### src/cmo_defs.svh
// CMO handler widths, way count and operation codes
`ifndef CMO_DEFS_SVH
`define CMO_DEFS_SVH

// Byte address and its split into offset, set and tag
`define CMO_ADDR_WIDTH   32
`define CMO_OFFSET_WIDTH 6
`define CMO_SET_WIDTH    4
`define CMO_TAG_WIDTH    (`CMO_ADDR_WIDTH - `CMO_OFFSET_WIDTH - `CMO_SET_WIDTH)

// Associativity of the data cache
`define CMO_WAYS 4

// Request ids, echoed back in the response
`define CMO_SID_WIDTH 2
`define CMO_TID_WIDTH 4

// Operation code width
`define CMO_OP_WIDTH 2

// Operation codes
`define CMO_OP_FENCE       2'd0
`define CMO_OP_INVAL_NLINE 2'd1
`define CMO_OP_INVAL_ALL   2'd2

`endif
### src/cmo_pkg.sv
// CMO handler shared types for requests, responses and directory access
`default_nettype none

`include "cmo_defs.svh"

package cmo_pkg;

    // Plain vectors with a meaning
    typedef logic [`CMO_ADDR_WIDTH-1:0] cmo_addr_t;
    typedef logic [`CMO_SET_WIDTH-1:0]  cmo_set_t;
    typedef logic [`CMO_TAG_WIDTH-1:0]  cmo_tag_t;
    typedef logic [`CMO_WAYS-1:0]       cmo_way_vec_t;
    typedef logic [`CMO_SID_WIDTH-1:0]  cmo_sid_t;
    typedef logic [`CMO_TID_WIDTH-1:0]  cmo_tid_t;
    typedef logic [`CMO_OP_WIDTH-1:0]   cmo_op_t;

    // Core request, 41 bits
    typedef struct packed {
        cmo_op_t   op;
        cmo_addr_t addr;
        cmo_sid_t  sid;
        cmo_tid_t  tid;
        logic      need_rsp;
    } cmo_req_t;

    // Core response, ids of the completed request
    typedef struct packed {
        cmo_sid_t sid;
        cmo_tid_t tid;
    } cmo_rsp_t;

    // Directory lookup by cache line
    typedef struct packed {
        cmo_set_t set;
        cmo_tag_t tag;
    } cmo_dir_check_t;

    // Directory update, the selected ways are written invalid
    typedef struct packed {
        cmo_set_t     set;
        cmo_way_vec_t way;
    } cmo_dir_updt_t;

endpackage

`default_nettype wire

### src/cmo_handler.sv
// CMO handler top level with fence and invalidation engines
`timescale 1ns/1ps
`default_nettype none

module cmo_handler
    import cmo_pkg::*;
(
    input  logic           clk_i,
    input  logic           rst_ni,

    // Core request
    input  logic           req_valid_i,
    input  cmo_req_t       req_i,
    output logic           req_ready_o,

    // Core response
    output logic           core_rsp_valid_o,
    output cmo_rsp_t       core_rsp_o,
    input  logic           core_rsp_ready_i,

    // Cache status levels
    input  logic           wbuf_empty_i,
    input  logic           rtab_empty_i,
    input  logic           mshr_empty_i,
    input  logic           ctrl_empty_i,

    output logic           wbuf_flush_all_o,
    output logic           req_wait_o,

    // Directory access
    output logic           dir_check_o,
    output cmo_dir_check_t dir_check_data_o,
    input  cmo_way_vec_t   dir_hit_way_i,
    output logic           dir_updt_o,
    output cmo_dir_updt_t  dir_updt_data_o,

    output logic           inval_all_o
);

    logic      start;
    cmo_op_t   op;
    cmo_addr_t addr;
    logic      fence_done;
    logic      inval_done;
    logic      fence_wait;
    logic      inval_wait;

    cmo_rsp_ctrl i_rsp_ctrl (
        .clk_i            (clk_i),
        .rst_ni           (rst_ni),
        .req_valid_i      (req_valid_i),
        .req_i            (req_i),
        .req_ready_o      (req_ready_o),
        .start_o          (start),
        .op_o             (op),
        .addr_o           (addr),
        .fence_done_i     (fence_done),
        .inval_done_i     (inval_done),
        .core_rsp_valid_o (core_rsp_valid_o),
        .core_rsp_o       (core_rsp_o),
        .core_rsp_ready_i (core_rsp_ready_i)
    );

    cmo_fence_ctrl i_fence_ctrl (
        .clk_i            (clk_i),
        .rst_ni           (rst_ni),
        .start_i          (start),
        .op_i             (op),
        .wbuf_empty_i     (wbuf_empty_i),
        .rtab_empty_i     (rtab_empty_i),
        .wbuf_flush_all_o (wbuf_flush_all_o),
        .wait_o           (fence_wait),
        .done_o           (fence_done)
    );

    cmo_inval_ctrl i_inval_ctrl (
        .clk_i            (clk_i),
        .rst_ni           (rst_ni),
        .start_i          (start),
        .op_i             (op),
        .addr_i           (addr),
        .mshr_empty_i     (mshr_empty_i),
        .rtab_empty_i     (rtab_empty_i),
        .ctrl_empty_i     (ctrl_empty_i),
        .dir_check_o      (dir_check_o),
        .dir_check_data_o (dir_check_data_o),
        .dir_hit_way_i    (dir_hit_way_i),
        .dir_updt_o       (dir_updt_o),
        .dir_updt_data_o  (dir_updt_data_o),
        .inval_all_o      (inval_all_o),
        .wait_o           (inval_wait),
        .done_o           (inval_done)
    );

    // Core stalls while either engine waits for the cache to settle
    assign req_wait_o = fence_wait | inval_wait;

endmodule

`default_nettype wire

### src/cmo_rsp_ctrl.sv
// Request acceptance, in-flight tracking and core response buffer
`timescale 1ns/1ps
`default_nettype none

module cmo_rsp_ctrl
    import cmo_pkg::*;
(
    input  logic      clk_i,
    input  logic      rst_ni,

    // Core request
    input  logic      req_valid_i,
    input  cmo_req_t  req_i,
    output logic      req_ready_o,

    // Registered request towards the engines
    output logic      start_o,
    output cmo_op_t   op_o,
    output cmo_addr_t addr_o,

    // Engine completions
    input  logic      fence_done_i,
    input  logic      inval_done_i,

    // Core response
    output logic      core_rsp_valid_o,
    output cmo_rsp_t  core_rsp_o,
    input  logic      core_rsp_ready_i
);

    logic      busy_q;
    logic      rsp_valid_q;
    logic      need_rsp_q;
    logic      start_q;
    cmo_op_t   op_q;
    cmo_addr_t addr_q;
    cmo_rsp_t  rsp_q;

    logic      accept;
    logic      op_done;
    logic      rsp_taken;

    // One operation at a time, and only once the last response is gone
    assign req_ready_o = ~busy_q & ~rsp_valid_q;
    assign accept      = req_valid_i & req_ready_o;
    assign op_done     = fence_done_i | inval_done_i;
    assign rsp_taken   = rsp_valid_q & core_rsp_ready_i;

    always_ff @(posedge clk_i or negedge rst_ni) begin
        if (!rst_ni) begin
            busy_q      <= 1'b0;
            rsp_valid_q <= 1'b0;
            need_rsp_q  <= 1'b0;
            start_q     <= 1'b0;
        end else begin
            start_q <= accept;
            if (accept) begin
                busy_q     <= 1'b1;
                need_rsp_q <= req_i.need_rsp;
            end else if (op_done) begin
                busy_q <= 1'b0;
            end
            if (op_done) begin
                rsp_valid_q <= need_rsp_q;
            end else if (rsp_taken) begin
                rsp_valid_q <= 1'b0;
            end
        end
    end

    // Request payload, held until the next accept
    always_ff @(posedge clk_i) begin
        if (accept) begin
            op_q      <= req_i.op;
            addr_q    <= req_i.addr;
            rsp_q.sid <= req_i.sid;
            rsp_q.tid <= req_i.tid;
        end
    end

    assign start_o          = start_q;
    assign op_o             = op_q;
    assign addr_o           = addr_q;
    assign core_rsp_valid_o = rsp_valid_q;
    assign core_rsp_o       = rsp_q;

endmodule

`default_nettype wire

### src/cmo_inval_ctrl.sv
// Invalidation engine for line invalidation and the full set sweep
`timescale 1ns/1ps
`default_nettype none

`include "cmo_defs.svh"

module cmo_inval_ctrl
    import cmo_pkg::*;
(
    input  logic           clk_i,
    input  logic           rst_ni,

    // Accepted request from the response controller
    input  logic           start_i,
    input  cmo_op_t        op_i,
    input  cmo_addr_t      addr_i,

    // Pipeline status
    input  logic           mshr_empty_i,
    input  logic           rtab_empty_i,
    input  logic           ctrl_empty_i,

    // Directory lookup, answered one cycle later
    output logic           dir_check_o,
    output cmo_dir_check_t dir_check_data_o,
    input  cmo_way_vec_t   dir_hit_way_i,

    // Directory invalidation
    output logic           dir_updt_o,
    output cmo_dir_updt_t  dir_updt_data_o,

    output logic           inval_all_o,
    output logic           wait_o,
    output logic           done_o
);

    typedef enum logic [2:0] {
        INVAL_IDLE,
        INVAL_QUIESCE,
        INVAL_CHECK,
        INVAL_CLEAR,
        INVAL_SWEEP
    } inval_state_e;

    inval_state_e state_q, state_d;

    cmo_set_t     line_set;
    cmo_tag_t     line_tag;
    cmo_set_t     sweep_set_q, sweep_set_d;
    logic         sweep_last;
    logic         is_inval_op;
    logic         quiet;

    // Line address split
    assign line_set = addr_i[`CMO_OFFSET_WIDTH +: `CMO_SET_WIDTH];
    assign line_tag = addr_i[`CMO_OFFSET_WIDTH + `CMO_SET_WIDTH +: `CMO_TAG_WIDTH];

    assign is_inval_op = (op_i == `CMO_OP_INVAL_NLINE) || (op_i == `CMO_OP_INVAL_ALL);
    assign quiet       = mshr_empty_i & rtab_empty_i & ctrl_empty_i;
    assign sweep_last  = (sweep_set_q == {`CMO_SET_WIDTH{1'b1}});

    assign dir_check_data_o.set = line_set;
    assign dir_check_data_o.tag = line_tag;

    always_comb begin
        state_d         = state_q;
        sweep_set_d     = sweep_set_q;
        dir_check_o     = 1'b0;
        dir_updt_o      = 1'b0;
        dir_updt_data_o = '0;
        inval_all_o     = 1'b0;
        wait_o          = 1'b0;
        done_o          = 1'b0;

        unique case (state_q)
            INVAL_IDLE: begin
                if (start_i && is_inval_op) begin
                    state_d = INVAL_QUIESCE;
                end
            end
            INVAL_QUIESCE: begin
                // No miss, replay or pipeline access may touch the directory meanwhile
                wait_o = 1'b1;
                if (quiet) begin
                    if (op_i == `CMO_OP_INVAL_ALL) begin
                        sweep_set_d = '0;
                        state_d     = INVAL_SWEEP;
                    end else begin
                        state_d = INVAL_CHECK;
                    end
                end
            end
            INVAL_CHECK: begin
                dir_check_o = 1'b1;
                state_d     = INVAL_CLEAR;
            end
            INVAL_CLEAR: begin
                // Clear only the hit way, a miss leaves the directory alone
                dir_updt_o          = |dir_hit_way_i;
                dir_updt_data_o.set = line_set;
                dir_updt_data_o.way = dir_hit_way_i;
                done_o              = 1'b1;
                state_d             = INVAL_IDLE;
            end
            INVAL_SWEEP: begin
                dir_updt_o          = 1'b1;
                dir_updt_data_o.set = sweep_set_q;
                dir_updt_data_o.way = {`CMO_WAYS{1'b1}};
                sweep_set_d         = sweep_set_q + 1'b1;
                if (sweep_last) begin
                    inval_all_o = 1'b1;
                    done_o      = 1'b1;
                    state_d     = INVAL_IDLE;
                end
            end
            default: begin
                state_d = INVAL_IDLE;
            end
        endcase
    end

    always_ff @(posedge clk_i or negedge rst_ni) begin
        if (!rst_ni) begin
            state_q     <= INVAL_IDLE;
            sweep_set_q <= '0;
        end else begin
            state_q     <= state_d;
            sweep_set_q <= sweep_set_d;
        end
    end

endmodule

`default_nettype wire

### src/cmo_fence_ctrl.sv
// Fence engine that drains the write buffer and waits for the queues to empty
`timescale 1ns/1ps
`default_nettype none

`include "cmo_defs.svh"

module cmo_fence_ctrl
    import cmo_pkg::*;
(
    input  logic    clk_i,
    input  logic    rst_ni,

    // Accepted request from the response controller
    input  logic    start_i,
    input  cmo_op_t op_i,

    // Queue status
    input  logic    wbuf_empty_i,
    input  logic    rtab_empty_i,

    // Write buffer drain request
    output logic    wbuf_flush_all_o,

    output logic    wait_o,
    output logic    done_o
);

    typedef enum logic {
        FENCE_IDLE,
        FENCE_DRAIN
    } fence_state_e;

    fence_state_e state_q, state_d;
    logic         queues_empty;

    assign queues_empty = wbuf_empty_i & rtab_empty_i;

    always_comb begin
        state_d          = state_q;
        wbuf_flush_all_o = 1'b0;
        wait_o           = 1'b0;
        done_o           = 1'b0;

        unique case (state_q)
            FENCE_IDLE: begin
                if (start_i && (op_i == `CMO_OP_FENCE)) begin
                    state_d = FENCE_DRAIN;
                end
            end
            FENCE_DRAIN: begin
                wait_o = 1'b1;
                // Open write buffer entries only go out once replays are done
                wbuf_flush_all_o = rtab_empty_i;
                if (queues_empty) begin
                    done_o  = 1'b1;
                    state_d = FENCE_IDLE;
                end
            end
            default: begin
                state_d = FENCE_IDLE;
            end
        endcase
    end

    always_ff @(posedge clk_i or negedge rst_ni) begin
        if (!rst_ni) begin
            state_q <= FENCE_IDLE;
        end else begin
            state_q <= state_d;
        end
    end

endmodule

`default_nettype wire

### config.mk
export PLATFORM = sky130hd
export DESIGN_NAME = cmo_handler
export DESIGN_NICKNAME = d
export VERILOG_FILES = /design/src/cmo_pkg.sv /design/src/cmo_handler.sv /design/src/cmo_rsp_ctrl.sv /design/src/cmo_inval_ctrl.sv /design/src/cmo_fence_ctrl.sv
export VERILOG_INCLUDE_DIRS = /design/src /design/src/src
export SDC_FILE = /design/constraint.sdc
export NUM_CORES = 1
export LEC_CHECK = 0
export ABC_AREA = 0
export ABC_CLOCK_PERIOD_IN_PS = 5600
export BUFFER_PORTS_ARGS = -buffer_cell sky130_fd_sc_hd__buf_2
export CORE_UTILIZATION = 47
export DETAILED_ROUTE_END_ITERATION = 12
export PLACE_DENSITY_LB_ADDON = 0.1
export SYNTH_ARGS = -nofsm -noshare
export SYNTH_HDL_FRONTEND = slang
export SYNTH_SLANG_ARGS = --single-unit
### constraint.sdc
create_clock -name clk_i -period 5.6 [get_ports clk_i]
set_input_delay 1.68 -clock clk_i [delete_from_list [all_inputs] [get_ports clk_i]]
set_output_delay 1.68 -clock clk_i [all_outputs]
set_load 0.02 [all_outputs]
Word level (Yosys, flattened, before mapping)
Cells that the tools add are included.
{ "totals": {"elab_cells": 71, "input_bits": 53, "output_inout_bits": 47, "register_bits": 52} }
{ "op_classes": {"n_mux": 26, "bitwise": 11, "eq_ne": 11, "addsub": 1, "n_reduce_logical": 11} }
{ "op_table": {"columns": ["operator", "n"], "rows": [
  ["case mux 8 bit (2 select lines)", 1],
  ["two-way mux 1 bit", 14],
  ["two-way mux 3 bit", 4],
  ["case mux 3 bit (4 select lines)", 1],
  ["two-way mux 4 bit", 2],
  ["inequality test 2 x 1 -> 1 bit (second input constant)", 4],
  ["case mux 4 bit (2 select lines)", 1],
  ["bitwise AND 1 bit", 6],
  ["equality test 3 x 2 -> 1 bit (second input constant)", 2],
  ["case mux 1 bit (2 select lines)", 3],
  ["AND reduction 3 bit", 2],
  ["nonzero test 2 bit", 3],
  ["adder 4 x 1 -> 4 bit (second input constant)", 1],
  ["equality test 4 bit (second input constant)", 1],
  ["OR reduction 4 bit", 1],
  ["equality test 3 x 1 -> 1 bit (second input constant)", 1],
  ["equality test 3 bit (second input constant)", 1],
  ["logical NOT 3 bit", 1],
  ["inverter 1 bit", 3],
  ["equality test 2 x 1 -> 1 bit (second input constant)", 1],
  ["equality test 2 bit (second input constant)", 1],
  ["logical AND 1 bit", 2],
  ["logical NOT 2 bit", 1],
  ["bitwise OR 1 bit", 2],
  ["logical OR 1 bit", 1]
]} }

Depth between registers and ports, before layout
{ "depth": {"word_depth": 6, "mapped_depth": 5, "mapped_depth_nobuf": 5} }

By module
A second synthesis with hierarchy kept.
{ "unflattened": {"cells_unflattened": 141, "area_unflattened_um2": 2142.1} }
{ "modules_own_cells": {"columns": ["mod", "cells_per_inst", "instances", "seq_area_each_um2", "area_each_um2"], "rows": [
  ["cmo_rsp_ctrl", 52, 1, 1301.2, 1367.6],
  ["cmo_inval_ctrl", 82, 1, 175.2, 701.9],
  ["cmo_fence_ctrl", 6, 1, 25.0, 66.3],
  ["cmo_handler", 1, 1, 0.0, 6.3]
]} }

Worst setup path before layout
OpenSTA, ideal clock, no wires.
{ "synth_timing": {"path_kind": "input to output", "from": "input dir_hit_way_i[3]", "to": "output dir_updt_o", "required_ps": 3920, "slack_ps": 1732, "stages": 2, "arrival_time_ps": 2188, "cell_sequence": "nor4_1 > o21ai_0"} }
{ "synth_between": {"elab_chain_len": 2} }
{ "synth_lines": {"columns": ["element", "line", "text"], "rows": [
  ["from (decl)", "cmo_handler.sv:33", "input cmo_way_vec_t dir_hit_way_i,"],
  ["OR reduction 4 bit", "cmo_inval_ctrl.sv:99", "dir_updt_o = |dir_hit_way_i;"],
  ["case mux 1 bit (2 select lines)", "cmo_inval_ctrl.sv:75", "unique case (state_q)"],
  ["to (decl)", "cmo_handler.sv:34", "output logic dir_updt_o,"]
]} }
Every way passes these cells.

Worst setup path in the final report
{ "layout_timing": {"from": "input dir_hit_way_i[1]", "to": "output dir_updt_o"} }
The elaborated chain is that of the path after synthesis.

==> results_dict.tcl <==
set metrics [dict create \
    sw_frac_of_total_pct 35.6 \
    num_rows 22 \
    yosys.area_share.simple_pct 10.8 \
    nets 270 \
    synthXorXnorAreaFrac_pct 0 \
    wl_per_cell_um 12.6 \
    dp_hpwl_um 2570 \
    wl_um 3310 \
    ir_drop_mv 0.287 \
    syn-cell-area_um2 1790 \
    p_clk_share_pct 18.6 \
    p_total_mw 1.03 \
    synth_top_area_cell "edfxtp_1" \
    worst_pin_slew_ns 0.475 \
    p_leak_nw 1.09 \
    cts_buffers 5 \
    postPlaceCellArea_um2 2300 \
    worstPathMaxFanout 2 \
    path_common_cell "buf_2" \
    endpoint_kind "output port" \
    synth.area.mux_share_pct 2.03 \
    htree_levels 2 \
    post-route-period-util_pct 71.2 \
    p_int_mw 0.665 \
    synth_fa_ha_area_share_pct 2.10 \
    clockBufferDepth 2 \
    core_area_um2 3660 \
    setup_violations 0 \
    p_per_area_nw_per_um2 433 \
    final_cells 263 \
    fillCellCount 303 \
    ant_nets 0 \
    status "finished, final reports clean" \
    post-cts-setup-buffers 0 \
    drive_above_1_share_pct 50.7 \
    power_switching_mw 0.367 \
    arrival_ns 2.30 \
    dr_total_vias 1278 \
    ys_ff_latch 46 \
    rsz0062_at_grt "false" \
    syn_nets 173 \
    grt_pass1_wl_um 5260 \
    pin_count 100 \
    synth-edff-count 34 \
    synth_area_leaders "edfxtp_1 (57%), dfrtp_1 (17%), nand2_1 (2.9%)" \
    cp_data_required_time_ns 3.92 \
    path_class "in2out" \
    start_util_pct 48.9 \
    areaGrowthSynthToFinish_pct 33.1 \
    synth_top_family_by_area "simple AND/OR/NAND/NOR gates" \
    track_usage_pct 17.6 \
    fp.dieW_um 63.7 \
    ctsHoldBuffers 0 \
    fmax_ghz 0.251 \
    cp_slowest_cell "nor4_1" \
    antenna_cells 0 \
    antenna_found_initial 0 \
    place.gp.congestion 0.730 \
    cp-start-kind "input pin" \
    dieHeight_um 63.7 \
    grt_pass1_vias 1246 \
    finalHoldViolCount 0 \
    p_seq_share_pct 47.4 \
    synth-seq-area-share_pct 73.8 \
    synthCells 117 \
    drc_errors 0 \
    overflow 0 \
    grt_max_degree 33 \
    slowest_delay_ns 0.24 \
    drv_cap 0 \
    tns_ns 0 \
    yosysUniqueCellTypes 34 \
    cts_root_buf "clkbuf_8" \
    fin_area_um2 2380 \
    synth_top_area_share_pct 57.1 \
    finalMaxSlewViolations 0 \
    hp-class "reg2reg" \
    die_area_um2 4060 \
    viasPerCell 4.86 \
    drt-pass1-iter-count 4 \
    worst_clock_skew_ns 0.00656 \
    hold-worst-slack_ns 0.525 \
    yosys_warnings 0 \
    synth_area_per_cell_um2 15.3 \
    crit_chain "buf_2 -> nor4_1 -> o21ai_0 -> buf_2" \
    portBuffers 93 \
    synth_compound_area_share_pct 8.53 \
    ys.flop_type "edfxtp_1" \
    post_cts_resized 0 \
    period_needed_ns 3.98 \
    clk_latency_ns 0.29 \
    cts_tree "built" \
    slew_headroom_pct 68.2 \
    cts_num_sinks 46 \
    first_iter_violations 70 \
    async_flop_share_pct 26.1 \
    placedCellCount 255 \
    clk_pin_slew_worst_paths_ns 0.08 \
    p_comb_share_pct 34.0 \
]
==> critical path, delay by kind of cell <==
kind                   cells  cell delay, ns
buffers and inverters      2            0.28
AO/OA/AOI/OAI              1            0.10
AND/OR/NAND/NOR            1            0.24
==> path summary, 6_finish.rpt <==
| check | start | endpoint | slack, ns | depth (start not counted) |
|---|---|---|---|---|
| setup / recovery | dir_hit_way_i[1] | dir_updt_o | 1.62 | 4 |
| hold / removal | i_rsp_ctrl.need_rsp_q | i_rsp_ctrl.need_rsp_q | 0.53 | 1 |
| setup reg to reg | i_inval_ctrl.state_q[1] | i_rsp_ctrl.core_rsp_valid_o | 3.88 | 3 |
| hold reg to reg | i_rsp_ctrl.need_rsp_q | i_rsp_ctrl.need_rsp_q | 0.53 | 1 |
| max in group asynchronous | rst_ni | i_inval_ctrl.sweep_set_q[0] | 4.13 | 1 |
| min in group asynchronous | rst_ni | i_rsp_ctrl.need_rsp_q | 1.25 | 1 |
==> Yosys cell counts (all sizes together), types with 4 or more instances <==
library cell and instances:
dfrtp 12, edfxtp 34, o21ai 5, inv 6, nand3 4, nand2 14
==> power groups by stage <==
stage	clock (mW)	sequential, mW	combinational, mW
detailed placement	0	0.497	0.356
floorplan	0	0.531	0.208
finish	0.192	0.490	0.351
global placement	0	0.492	0.345
global route	0.217	0.501	0.384
CTS	0.201	0.490	0.356
==> kinds of logic after synthesis <==
group                      count (synthesis)
and+or+nand+nor                           36
buffers and inverters                     10
AOI/OAI and AO/OA                         19
muxes                                      3
DFF                                       46
adders and majority gates                  3
==> metrics by stage <==
step                utilization (%)  worst slack [ns]
finish                         65.1              1.62
global route                   65.1              1.52
CTS                            65.1              1.61
detailed placement             62.7              1.61
global placement               62.7              1.63
floorplan                         -              1.73
==> per-layer routing <==
layer / part of all wire, % / GRT usage, % / wire (um) / vias to the layer above
li1: - / - / - / 621
met2: 54 / 30.6 / 1770 / 47
met5: 0 / 0 / 0 / -
met1: 39 / 18.4 / 1310 / 608
met3: 6.2 / 6.52 / 206 / 2
met4: 0.81 / 8.81 / 27 / 0
==> state kept, by name, summed over array words and instances (netlist names) <==
signal,cells
i_rsp_ctrl.start_o,1
i_rsp_ctrl.busy_q,1
i_inval_ctrl.state_q,3
i_fence_ctrl.state_q,1
i_rsp_ctrl.core_rsp_valid_o,1
i_rsp_ctrl.need_rsp_q,1
i_inval_ctrl.sweep_set_q,4
i_rsp_ctrl.core_rsp_o,6
i_rsp_ctrl.op_o,2
i_rsp_ctrl.addr_o,26
==> cell usage in the layout (no fill, tap or decap), drive strengths merged <==
cell / synthesis / layout
buf: 3 / 94
edfxtp: 34 / 34
nand2: 14 / 14
dfrtp: 12 / 12
inv: 6 / 7
clkbuf: 1 / 6
o21ai: 5 / 5
nand3: 4 / 4
nor2: 3 / 3
a22o: 3 / 3
and2: 3 / 3
a31o: 3 / 3
nor2b: 3 / 3
ha: 3 / 3
nor3b: 3 / 3
mux2: 2 / 2
o211ai: 2 / 2
or3b: 1 / 1
and3b: 1 / 1
nand3b: 1 / 1
nor4: 1 / 1
or2: 1 / 1
and3: 1 / 1
mux2i: 1 / 1
o21a: 1 / 1
a211oi: 1 / 1
o21bai: 1 / 1
a32oi: 1 / 1
a41oi: 1 / 1
a31oi: 1 / 1
clkinv: 0 / 1
==> layout make-up <==
cell class	count	area [um^2]	area share (%)
inverter	6	22.5	0.945
multi-input combinational	61	420	17.6
tap	48	60.1	2.52
timing repair buffer	94	473	19.9
sequential	46	1320	55.5
clock inverter	2	12.5	0.525
clock buffer	6	72.6	3.05
Power figures use the tool's default switching activity.
